$ cat src/logic/exec_pkg.sv
`default_nettype none

package exec_pkg;

    typedef logic [31:0] word_t;
    typedef logic [4:0] reg_idx_t;

    // compare ops give 1 or 0.
    typedef enum logic [3:0] {
        alu_add,
        alu_sub,
        alu_and,
        alu_or,
        alu_xor,
        alu_sll,
        alu_srl,
        alu_sra,
        alu_slt,
        alu_sltu,
        alu_eq,
        alu_ne,
        alu_lt,
        alu_ge,
        alu_ltu,
        alu_geu
    } alu_op_t;

    typedef enum logic [1:0] {
        fpu_add,
        fpu_sub,
        fpu_mul
    } fpu_op_t;

    typedef struct packed {
        word_t    pc;
        word_t    imm;
        word_t    rs1_data;
        word_t    rs2_data;
        alu_op_t  alu_op;
        fpu_op_t  fpu_op;
        logic     use_fpu;
        logic     alu_pc;
        logic     alu_src;
        logic     branch_uc;
        logic     branch_c;
        logic     branch_rel;
        logic     mem_read;
        logic     mem_write;
        logic     reg_write;
        logic     write_fp;
        reg_idx_t rd;
    } exec_req_t;

    typedef struct packed {
        logic     mem_read;
        logic     mem_write;
        logic     reg_write;
        logic     write_fp;
        reg_idx_t rd;
        logic     branch;
        word_t    branch_addr;
        word_t    mem_addr;
        word_t    mem_wdata;
        word_t    wb_data;
    } exec_rsp_t;

endpackage

`default_nettype wire
$ cat src/logic/exec_unit.sv
`timescale 1ns/1ps
`default_nettype none

module exec_unit (
    input  logic                clk,
    input  logic                rst,
    input  logic                req_valid,
    output logic                req_ready,
    input  exec_pkg::exec_req_t req,
    output logic                rsp_valid,
    input  logic                rsp_ready,
    output exec_pkg::exec_rsp_t rsp
);

    exec_pkg::word_t   alu_a;
    exec_pkg::word_t   alu_b;
    exec_pkg::alu_op_t alu_op;
    exec_pkg::word_t   alu_result;
    logic              fpu_start;
    exec_pkg::fpu_op_t fpu_op;
    exec_pkg::word_t   fpu_x;
    exec_pkg::word_t   fpu_y;
    logic              fpu_busy;
    logic              fpu_done;
    exec_pkg::word_t   fpu_result;

    exec_ctrl u_ctrl (
        .clk        (clk),
        .rst        (rst),
        .req_valid  (req_valid),
        .req_ready  (req_ready),
        .req        (req),
        .rsp_valid  (rsp_valid),
        .rsp_ready  (rsp_ready),
        .rsp        (rsp),
        .alu_a      (alu_a),
        .alu_b      (alu_b),
        .alu_op     (alu_op),
        .alu_result (alu_result),
        .fpu_start  (fpu_start),
        .fpu_op     (fpu_op),
        .fpu_x      (fpu_x),
        .fpu_y      (fpu_y),
        .fpu_busy   (fpu_busy),
        .fpu_done   (fpu_done),
        .fpu_result (fpu_result)
    );

    alu u_alu (
        .a      (alu_a),
        .b      (alu_b),
        .op     (alu_op),
        .result (alu_result)
    );

    fpu u_fpu (
        .clk    (clk),
        .rst    (rst),
        .start  (fpu_start),
        .op     (fpu_op),
        .x      (fpu_x),
        .y      (fpu_y),
        .busy   (fpu_busy),
        .done   (fpu_done),
        .result (fpu_result)
    );

endmodule

`default_nettype wire

$ cat src/logic/exec_ctrl.sv
`timescale 1ns/1ps
`default_nettype none

module exec_ctrl (
    input  logic                clk,
    input  logic                rst,
    input  logic                req_valid,
    output logic                req_ready,
    input  exec_pkg::exec_req_t req,
    output logic                rsp_valid,
    input  logic                rsp_ready,
    output exec_pkg::exec_rsp_t rsp,
    output exec_pkg::word_t     alu_a,
    output exec_pkg::word_t     alu_b,
    output exec_pkg::alu_op_t   alu_op,
    input  exec_pkg::word_t     alu_result,
    output logic                fpu_start,
    output exec_pkg::fpu_op_t   fpu_op,
    output exec_pkg::word_t     fpu_x,
    output exec_pkg::word_t     fpu_y,
    input  logic                fpu_busy,
    input  logic                fpu_done,
    input  exec_pkg::word_t     fpu_result
);

    typedef enum logic [1:0] {
        idle,
        fpu_wait,
        hold
    } ctrl_state_t;

    ctrl_state_t state;
    logic        accept;
    logic        leave;
    logic        fpu_finish;

    function automatic exec_pkg::exec_rsp_t build_rsp(
        input exec_pkg::exec_req_t r,
        input exec_pkg::word_t     alu_res
    );
        exec_pkg::exec_rsp_t o;
        o.mem_read  = r.mem_read;
        o.mem_write = r.mem_write;
        o.reg_write = r.reg_write;
        o.write_fp  = r.write_fp;
        o.rd        = r.rd;
        o.branch    = r.branch_uc || (r.branch_c && (alu_res != '0));
        if (!r.branch_rel) begin
            o.branch_addr = alu_res;
        end else if (r.branch_uc) begin
            o.branch_addr = r.pc + alu_res;
        end else begin
            o.branch_addr = r.pc + r.imm;
        end
        o.mem_addr  = alu_res;
        o.mem_wdata = r.rs2_data;
        // fpu instructions replace this on done.
        o.wb_data   = r.branch_uc ? r.pc + 32'd4 : alu_res;
        return o;
    endfunction

    // operands come from the live request.
    assign alu_a  = req.alu_pc ? req.pc : req.rs1_data;
    assign alu_b  = req.alu_src ? req.imm : req.rs2_data;
    assign alu_op = req.alu_op;

    assign fpu_op = req.fpu_op;
    assign fpu_x  = req.rs1_data;
    assign fpu_y  = req.rs2_data;

    // the fpu is idle whenever this stage is idle or holding a result.
    assign rsp_valid  = state == hold;
    assign leave      = rsp_valid && rsp_ready;
    assign req_ready  = state == idle || leave;
    assign accept     = req_valid && req_ready;
    assign fpu_start  = accept && req.use_fpu;
    assign fpu_finish = state == fpu_wait && fpu_done;

    always_ff @(posedge clk) begin
        if (rst) begin
            state <= idle;
        end else if (accept) begin
            state <= req.use_fpu ? fpu_wait : hold;
        end else if (fpu_finish) begin
            state <= hold;
        end else if (leave) begin
            state <= idle;
        end
    end

    // the result register also keeps the flags of a pending fpu op.
    always_ff @(posedge clk) begin
        if (rst) begin
            rsp.mem_read  <= 1'b0;
            rsp.mem_write <= 1'b0;
            rsp.reg_write <= 1'b0;
            rsp.write_fp  <= 1'b0;
            rsp.branch    <= 1'b0;
        end else if (accept) begin
            rsp <= build_rsp(req, alu_result);
        end else if (fpu_finish) begin
            rsp.wb_data <= fpu_result;
        end
    end

    a_rsp_stable: assert property (@(posedge clk) disable iff (rst)
        rsp_valid && !rsp_ready |=> rsp_valid && $stable(rsp));

    a_start_idle: assert property (@(posedge clk) disable iff (rst)
        fpu_start |-> !fpu_busy);

endmodule

`default_nettype wire

$ cat src/logic/fpu.sv
`timescale 1ns/1ps
`default_nettype none

module fpu (
    input  logic              clk,
    input  logic              rst,
    input  logic              start,
    input  exec_pkg::fpu_op_t op,
    input  exec_pkg::word_t   x,
    input  exec_pkg::word_t   y,
    output logic              busy,
    output logic              done,
    output exec_pkg::word_t   result
);

    typedef enum logic [2:0] {
        idle,
        unpack,
        align,
        compute,
        normalise,
        pack
    } fpu_state_t;

    fpu_state_t        state;
    exec_pkg::fpu_op_t op_q;
    exec_pkg::word_t   x_q;
    exec_pkg::word_t   y_q;
    logic              sign_q;
    logic              sub_q;
    logic signed [9:0] exp_q;
    logic [7:0]        shift_q;
    logic [23:0]       big_m;
    logic [23:0]       sml_m;
    logic [24:0]       sum_q;
    logic [47:0]       prod_q;

    logic              y_sign;
    logic              swap;
    exec_pkg::word_t   big_w;
    exec_pkg::word_t   sml_w;
    logic [24:0]       sum_d;
    logic signed [9:0] exp_d;
    logic              norm_ok;
    logic              res_zero;
    logic signed [9:0] res_exp;
    logic [22:0]       res_frac;

    // exponent zero counts as a zero operand.
    function automatic logic [23:0] mant_of(input exec_pkg::word_t w);
        return {(w[30:23] != 8'd0), w[22:0]};
    endfunction

    // add/sub orders the operands by magnitude.
    assign y_sign = y_q[31] ^ (op_q == exec_pkg::fpu_sub);
    assign swap   = y_q[30:0] > x_q[30:0];
    assign big_w  = swap ? {y_sign, y_q[30:0]} : x_q;
    assign sml_w  = swap ? x_q : {y_sign, y_q[30:0]};

    always_comb begin
        sum_d = sum_q;
        exp_d = exp_q;
        if (state == compute) begin
            if (sub_q) begin
                sum_d = {1'b0, big_m} - {1'b0, sml_m};
            end else begin
                sum_d = {1'b0, big_m} + {1'b0, sml_m};
            end
        end else if (sum_q[24]) begin
            sum_d = sum_q >> 1;
            exp_d = exp_q + 10'sd1;
        end else if (sum_q[22]) begin
            sum_d = sum_q << 1;
            exp_d = exp_q - 10'sd1;
        end else begin
            sum_d = sum_q << 2;
            exp_d = exp_q - 10'sd2;
        end
    end

    assign norm_ok = (sum_d[24:23] == 2'b01) || (sum_d == 25'd0);

    always_ff @(posedge clk) begin
        if (rst) begin
            state <= idle;
        end else begin
            case (state)
                idle:      if (start) state <= unpack;
                unpack:    state <= (op_q == exec_pkg::fpu_mul) ? compute : align;
                align:     state <= compute;
                compute:   state <= (op_q == exec_pkg::fpu_mul || norm_ok) ? pack : normalise;
                normalise: if (norm_ok) state <= pack;
                pack:      state <= idle;
                default:   state <= idle;
            endcase
        end
    end

    always_ff @(posedge clk) begin
        if (state == idle && start) begin
            op_q <= op;
            x_q  <= x;
            y_q  <= y;
        end
        if (state == unpack) begin
            if (op_q == exec_pkg::fpu_mul) begin
                sign_q <= x_q[31] ^ y_q[31];
                exp_q  <= $signed({2'b00, x_q[30:23]}) + $signed({2'b00, y_q[30:23]})
                          - 10'sd127;
                big_m  <= mant_of(x_q);
                sml_m  <= mant_of(y_q);
            end else begin
                sign_q  <= big_w[31];
                sub_q   <= big_w[31] ^ sml_w[31];
                exp_q   <= $signed({2'b00, big_w[30:23]});
                shift_q <= big_w[30:23] - sml_w[30:23];
                big_m   <= mant_of(big_w);
                sml_m   <= mant_of(sml_w);
            end
        end
        // no sticky bit, shifted-out bits are lost.
        if (state == align) begin
            sml_m <= (shift_q > 8'd23) ? 24'd0 : sml_m >> shift_q;
        end
        if (state == compute && op_q == exec_pkg::fpu_mul) begin
            prod_q <= big_m * sml_m;
        end
        if ((state == compute && op_q != exec_pkg::fpu_mul) || state == normalise) begin
            sum_q <= sum_d;
            exp_q <= exp_d;
        end
    end

    // truncating pack, underflow flushes to signed zero.
    always_comb begin
        res_zero = (sum_q == 25'd0);
        res_exp  = exp_q;
        res_frac = sum_q[22:0];
        if (op_q == exec_pkg::fpu_mul) begin
            res_zero = (prod_q == 48'd0);
            if (prod_q[47]) begin
                res_exp  = exp_q + 10'sd1;
                res_frac = prod_q[46:24];
            end else begin
                res_frac = prod_q[45:23];
            end
        end
        if (res_zero || res_exp < 10'sd1) begin
            result = {sign_q, 31'd0};
        end else begin
            result = {sign_q, res_exp[7:0], res_frac};
        end
    end

    assign busy = state != idle;
    assign done = state == pack;

    a_done_pulse: assert property (@(posedge clk) disable iff (rst) done |=> !done);

endmodule

`default_nettype wire

$ cat src/logic/alu.sv
`timescale 1ns/1ps
`default_nettype none

module alu (
    input  exec_pkg::word_t   a,
    input  exec_pkg::word_t   b,
    input  exec_pkg::alu_op_t op,
    output exec_pkg::word_t   result
);

    logic [4:0] shamt;
    logic       lt_s;
    logic       lt_u;
    logic       eq;

    assign shamt = b[4:0];
    assign lt_s  = $signed(a) < $signed(b);
    assign lt_u  = a < b;
    assign eq    = a == b;

    always_comb begin
        case (op)
            exec_pkg::alu_add:
                result = a + b;
            exec_pkg::alu_sub:
                result = a - b;
            exec_pkg::alu_and:
                result = a & b;
            exec_pkg::alu_or:
                result = a | b;
            exec_pkg::alu_xor:
                result = a ^ b;
            exec_pkg::alu_sll:
                result = a << shamt;
            exec_pkg::alu_srl:
                result = a >> shamt;
            exec_pkg::alu_sra:
                result = $signed(a) >>> shamt;
            // slt and lt differ only in encoding.
            exec_pkg::alu_slt,
            exec_pkg::alu_lt:
                result = {31'd0, lt_s};
            exec_pkg::alu_sltu,
            exec_pkg::alu_ltu:
                result = {31'd0, lt_u};
            exec_pkg::alu_eq:
                result = {31'd0, eq};
            exec_pkg::alu_ne:
                result = {31'd0, !eq};
            exec_pkg::alu_ge:
                result = {31'd0, !lt_s};
            exec_pkg::alu_geu:
                result = {31'd0, !lt_u};
            default:
                result = '0;
        endcase
    end

endmodule

`default_nettype wire

$ cat config.mk
export PLATFORM = sky130hd
export DESIGN_NAME = exec_unit
export DESIGN_NICKNAME = d
export VERILOG_FILES = /design/src/logic/exec_pkg.sv /design/src/logic/exec_unit.sv /design/src/logic/exec_ctrl.sv /design/src/logic/fpu.sv /design/src/logic/alu.sv
export SDC_FILE = /design/constraint.sdc
export NUM_CORES = 2
export LEC_CHECK = 0
export BUFFER_PORTS_ARGS = -buffer_cell sky130_fd_sc_hd__buf_2
export CAP_MARGIN = 25
export CORE_UTILIZATION = 58
export DETAILED_ROUTE_END_ITERATION = 6
export PLACE_DENSITY = 0.76
export SYNTH_ARGS = -nofsm -noshare
export SYNTH_HDL_FRONTEND = slang
export SYNTH_SLANG_ARGS = --single-unit
$ cat constraint.sdc
create_clock -name clk -period 21.4 [get_ports clk]
set_input_delay 1.07 -clock clk [delete_from_list [all_inputs] [get_ports clk]]
set_output_delay 1.07 -clock clk [all_outputs]
set_load 0.02 [all_outputs]
# After elaboration in Yosys (flattened, before gate mapping)

Index checks and enable logic that the tools add are counted.

RAM bits: 0
Register bits: 350
Bits in read-only memories: 0
Word-level logic and storage cells: 164
Memories kept: 0
Output and inout port bits: 140
Latch bits: 0
Bits of input ports: 153

Add/subtract/negate cells: 13
Multipliers: 1
$lt $le $gt $ge: 5
Shift operators: 4
Equality and inequality tests: 30
Bitwise operators: 8
Mux-type cells: 41
Reductions and logical operators: 39
Divide/modulo/power cells: 0

Operators by type and width:

| operator                                       | number |
|---|---|
| one-hot mux 32 bit (14 select lines)           | 1 |
| two-way mux 32 bit                             | 9 |
| two-way mux 24 bit                             | 5 |
| two-way mux 25 bit                             | 4 |
| adder 32 bit                                   | 3 |
| two-way mux 10 bit                             | 8 |
| < comparator 32 bit                            | 2 |
| zero test 25 bit                               | 2 |
| zero test 48 bit                               | 1 |
| multiplier 24 x 24 -> 48 bit                   | 1 |
| two-way mux 23 bit                             | 2 |
| adder 32 x 3 -> 32 bit (second input constant) | 1 |
| bitwise AND 32 bit                             | 1 |
| == test 32 bit                                 | 1 |
| == test 4 bit (second input constant)          | 8 |
| OR 32 bit                                      | 1 |
| nonzero test 32 bit                            | 1 |
| nonzero test 8 bit                             | 4 |
| left shift 32 x 5 -> 32 bit                    | 1 |
| right shift 32 x 5 -> 32 bit                   | 1 |
| >>> shifter 32 x 5 -> 32 bit                   | 1 |
| subtractor 32 bit                              | 1 |
| bitwise XOR 32 bit                             | 1 |
| > comparator 31 bit                            | 1 |
| 38 further kinds                               | 80 |

# Depth between registers and ports, before layout

Depth after elaboration: 8
Mapped depth: 36
Gate-level depth less buffers: 30

# Cells and area by module

From an unflattened synthesis, not the netlist that was laid out.

Cells, all modules: 5626
Area total of the unflattened synthesis: 50788.7 um^2

By module, submodules not included:

| module    | area each (um^2) | seq. area each (um^2) | cells an instance | instances |
|---|---|---|---|---|
| fpu       | 32753.9          | 6276.0                | 3533              | 1 |
| exec_ctrl | 9153.8           | 4134.0                | 828               | 1 |
| alu       | 8881.0           | 0.0                   | 1265              | 1 |

# Worst setup path before layout

OpenSTA, ideal clock, no wires.

Kind: input to register
Start point: in rsp_ready
End point: reg u_fpu.op_q[0] (enable)
Buffers on the path: 1
Setup slack: 12.397 ns
Cell stages on the path: 6
Data required time: 20.747 ns
Library setup time: 0.653 ns
Data arrival time: 8.350 ns
Cells stage by stage: inv_1 > a21oi_1 > and2_1 > clkbuf_1 > nand2_1 > nor4_1

Cells in the longest elaborated chain, start to end: 5

RTL lines:

| element                | RTL line        | text |
|---|---|---|
| start: declaration     | exec_unit.sv:11 | `input logic rsp_ready,` |
| logical AND 1 bit      | exec_ctrl.sv:73 | `assign leave = rsp_valid && rsp_ready;` |
| logical OR 1 bit       | exec_ctrl.sv:74 | `assign req_ready = state == idle \|\| leave;` |
| named net req_ready    | exec_unit.sv:8  | `output logic req_ready,` |
| logical AND 1 bit      | exec_ctrl.sv:75 | `assign accept = req_valid && req_ready;` |
| logical AND 1 bit      | exec_ctrl.sv:76 | `assign fpu_start = accept && req.use_fpu;` |
| logical AND 1 bit      | fpu.sv:100      | `if (state == idle && start) begin` |
| end signal: assignment | fpu.sv:101      | `op_q <= op;` |
| end: declaration       | fpu.sv:26       | `exec_pkg::fpu_op_t op_q;` |

The timed path passes the listed nets, and every way through them passes these cells.
A chain may end at the register's enable or synchronous reset.

# Worst setup path after layout

Start point: in req[12] in the netlist's numbering
End point: reg, netlist name u_ctrl.rsp[126]

Cells in the longest elaborated chain, start to end: 7
Elaborated cells on any way between the ends: 19
Classes of those cells: add/sub (3); order compare (2); eq/ne (1); shift (3); mux (4); bitwise (3); reduce/logical (3)

RTL lines:

| element                                           | RTL line                        | text |
|---|---|---|
| start: declaration                                | exec_unit.sv:9                  | `input exec_pkg::exec_req_t req,` |
| two-way mux 32 bit (*)                            | exec_ctrl.sv:64                 | `assign alu_b = req.alu_src ? req.imm : req.rs2_data;` |
| < comparator 32 bit, or another cell as far along | alu.sv:18                       | `assign lt_u = a < b;` |
| zero test 1 bit (on tied branches)                | alu.sv:53, alu.sv:49, alu.sv:51 |  |
| one-hot mux 32 bit (14 select lines) (*)          | alu.sv:22                       | `case (op)` |
| named net alu_result[0]                           | exec_unit.sv:18                 | `exec_pkg::word_t alu_result;` |
| adder 32 bit (*)                                  | exec_ctrl.sv:51                 | `o.branch_addr = r.pc + alu_res;` |
| two-way mux 32 bit (*)                            | exec_ctrl.sv:50                 | `end else if (r.branch_uc) begin` |
| two-way mux 32 bit (*)                            | exec_ctrl.sv:48                 | `if (!r.branch_rel) begin` |

Mark *: on every way through the listed nets, which the timed path passes. The rest lies on a longest branch.

==> flow_summary.yaml <==
status:
  status: "finished clean"
timing:
  rsz0062_at_grt: "false"
  final.period_utilization_pct: 46.9
  setup_tns_ns: 0
  hold_viol_final: 0
  slew_violations: 0
  min_period_ns: 10.05
  finalSetupViolCount: 0
  relSlewSlack_pct: 18.8
  worst_pin_slew_ns: 1.20
  fmax_mhz: 99.5
  skew_ns: 0.0527
clocking:
  clk_path_buf_depth: 3
  cts_resized: 0
  path_clk_slew_ns: 0.06
  cts.sinks: 350
  cts-root-buf: "clkbuf_16"
  postCtsSetupBuffers: 0
  cts_tree: "yes"
  htreeDepth: 2
  cts_buffers: 44
  clock_latency_ns: 0.64
  cts_hold_buf: 0
yosys:
  synth_nets: 6648
  synthFlopType: "edfxtp_1"
  synth_edf_count: 340
  synth_area_leader_cell: "edfxtp_1"
  yosysMostFrequentCell: "inv_1"
  ys_top_cells_by_area: "edfxtp_1 (20%), fa_1 (19%), ha_1 (9.3%), inv_1 (5.4%), nand2_1 (4.6%)"
  ys.warnings.count: 0
  netlist_area_um2: 50300
  synth_commonest_cells: "inv_1 (728), nand2_1 (622), fa_1 (487), ha_1 (375), edfxtp_1 (340)"
  synth-async-reset-ratio_pct: 0
  ys_ff_latch: 350
  syn_area_per_cell_um2: 8.92
  ys_seq_area_share_pct: 20.7
  ys_types: 100
  synth_top_area_share_pct: 20.3
  syn_inst: 5633
die:
  io_pins: 293
  initial_core_util_pct: 58.8
  coreArea_um2: 85500
  die-area_um2: 87800
  die_x_um: 296
  rows: 107
  die_h_um: 296
finish:
  final_cells: 6966
  nets: 6798
  multiInputGateArea_um2: 35800
  seqCellArea_um2: 10400
  synthToLayoutAreaGrowth_pct: 8.35
  fill_cells: 7101
  post-route-cell-area_um2: 54500
  layout-drive-gt1-share_pct: 12.2
global_route:
  top_usage_layer: "met2"
  grt.overflow.total: 0
  use_met3_pct: 12.6
  use_met2_pct: 73.4
  antenna_found_initial: 12
  grt_pass1_wl_um: 298000
  grt_max_degree: 72
  grt_use_met1_pct: 55.0
  grt_pass1_vias: 45146
  grt_usage_pct: 47.1
detailed_routing:
  vias_per_cell: 6.61
  drt_iter0_markers: 5152
  drc: 0
  vias: 46069
  routed_wl_um: 208000
  wl_per_cell_um: 29.9
  postRouteAntennaNets: 0
  dr.pass1.iters: 6
setup_path:
  setup.worst_path.end_class: "register"
  cp.arrival_ns: 10.55
  critical_path.top_delay_family: "compound AO/OA/AOI/OAI gates"
  crit_path_frequent_cell: "a21o_1"
  cp.required_ns: 21.90
  path_class: "input port to register"
  slowest_delay_ns: 0.64
  crit_buf_inv: 5
  cp_max_fo: 60
  crit_slowest_cell: "buf_4"
  start_kind: "input port"
placed_design:
  numPortBuffers: 292
  place.gp.congestion: 1.07
  hpwl_um: 161000
  dpl_cell_area_um2: 53000
  placed_cells: 6877
flow_run:
  cap_viol_max_count: 0
min_path:
  min_path_type: "register to register"
layout by cell type (no fill, tap or decap), types with 33 or more instances in the layout:
| master | netlist | final |
|---|---|---|
| inv_1 | 728 | 728 |
| nand2_1 | 622 | 621 |
| fa_1 | 487 | 487 |
| ha_1 | 375 | 375 |
| edfxtp_1 | 340 | 340 |
| and2_1 | 309 | 309 |
| nor2_1 | 307 | 304 |
| buf_2 | 11 | 290 |
| a21oi_1 | 287 | 286 |
| o21ai_0 | 231 | 228 |
| mux2i_1 | 191 | 188 |
| xnor2_1 | 141 | 141 |
| buf_4 | 5 | 138 |
| mux2_2 | 102 | 102 |
| nand3_1 | 93 | 92 |
| nor3_1 | 89 | 87 |
| o22ai_1 | 85 | 85 |
| a21o_1 | 67 | 67 |
| o211ai_1 | 59 | 59 |
| xor2_1 | 45 | 45 |
| clkbuf_16 | 0 | 44 |
| a211oi_1 | 43 | 43 |
| a31oi_1 | 40 | 40 |
| nand2b_1 | 36 | 35 |
| nor4_1 | 36 | 35 |
| o21bai_1 | 33 | 33 |
| and3_1 | 33 | 33 |
area by class of cell:
cell class	instances	share of cell area (%)
Clock buffer	58	2.16
Tap cell	1144	2.63
Antenna cell	6	0.0276
Sequential cell	350	19.1
Clock inverter	21	0.453
Inverter	736	5.09
Timing Repair Buffer	436	4.76
Multi-Input combinational cell	4215	65.8
worst min-delay path: stages (launching register included):
cell and delay, ns:
dfxtp_1 0.30, nand2_1 0.05, a21oi_1 0.05
worst paths after layout:
kind / start / end / slack (ns) / cells after the start
max: req[12] / u_ctrl.rsp[126] / 11.35 / 33
min: u_ctrl.rsp[136] / u_ctrl.rsp[136] / 0.45 / 2
max reg2reg: u_fpu.sml_m[0] / u_fpu.prod_q[41] / 11.98 / 28
min reg2reg: u_ctrl.rsp[136] / u_ctrl.rsp[136] / 0.45 / 2
flip-flops by register name (all words and copies together), names as in the netlist:
name           cells
u_ctrl.rsp       138
u_fpu.prod_q      48
u_fpu.x_q         32
u_fpu.y_q         32
u_fpu.sum_q       25
u_fpu.big_m       24
u_fpu.sml_m       24
u_fpu.exp_q       10
u_fpu.shift_q      8
u_fpu.state        3
u_ctrl.state       2
u_fpu.op_q         2
u_fpu.sign_q       1
u_fpu.sub_q        1
cells by family after synthesis:
kind of cell | after synthesis | synth area share, %
AO/OA/AOI/OAI | 1133 | 14.7
multiplexers | 340 | 8.00
adder cells (fa/ha/maj) | 862 | 28.7
XOR/XNOR | 186 | 3.24
buffers and inverters | 1068 | 8.29
flip-flops | 350 | 20.7
AND/OR/NAND/NOR | 1694 | 16.3
per-layer routing:
| layer | vias to the layer above | routed length [um] |
|---|---|---|
| met5 | - | 32 |
| met4 | 4 | 19300 |
| met3 | 818 | 23400 |
| met2 | 3099 | 92800 |
| met1 | 22508 | 72500 |
| li1 | 19640 | - |
stage by stage:
| step | setup slack, ns | util [%] | hold WS [ns] |
|---|---|---|---|
| final | 11.35 | 63.7 | 0.453 |
| after global routing | 11.02 | 63.6 | 0.489 |
| after CTS | 11.69 | 63.6 | 0.451 |
| after detailed placement | 11.06 | 61.9 | 0.443 |
| after global placement | 11.16 | 61.9 | 0.439 |
| after floorplan | 12.40 | - | 0.477 |
Power is left out: the tool's default activity adds up to more than one toggle a clock period on the data nets, which glitch-free logic cannot reach.
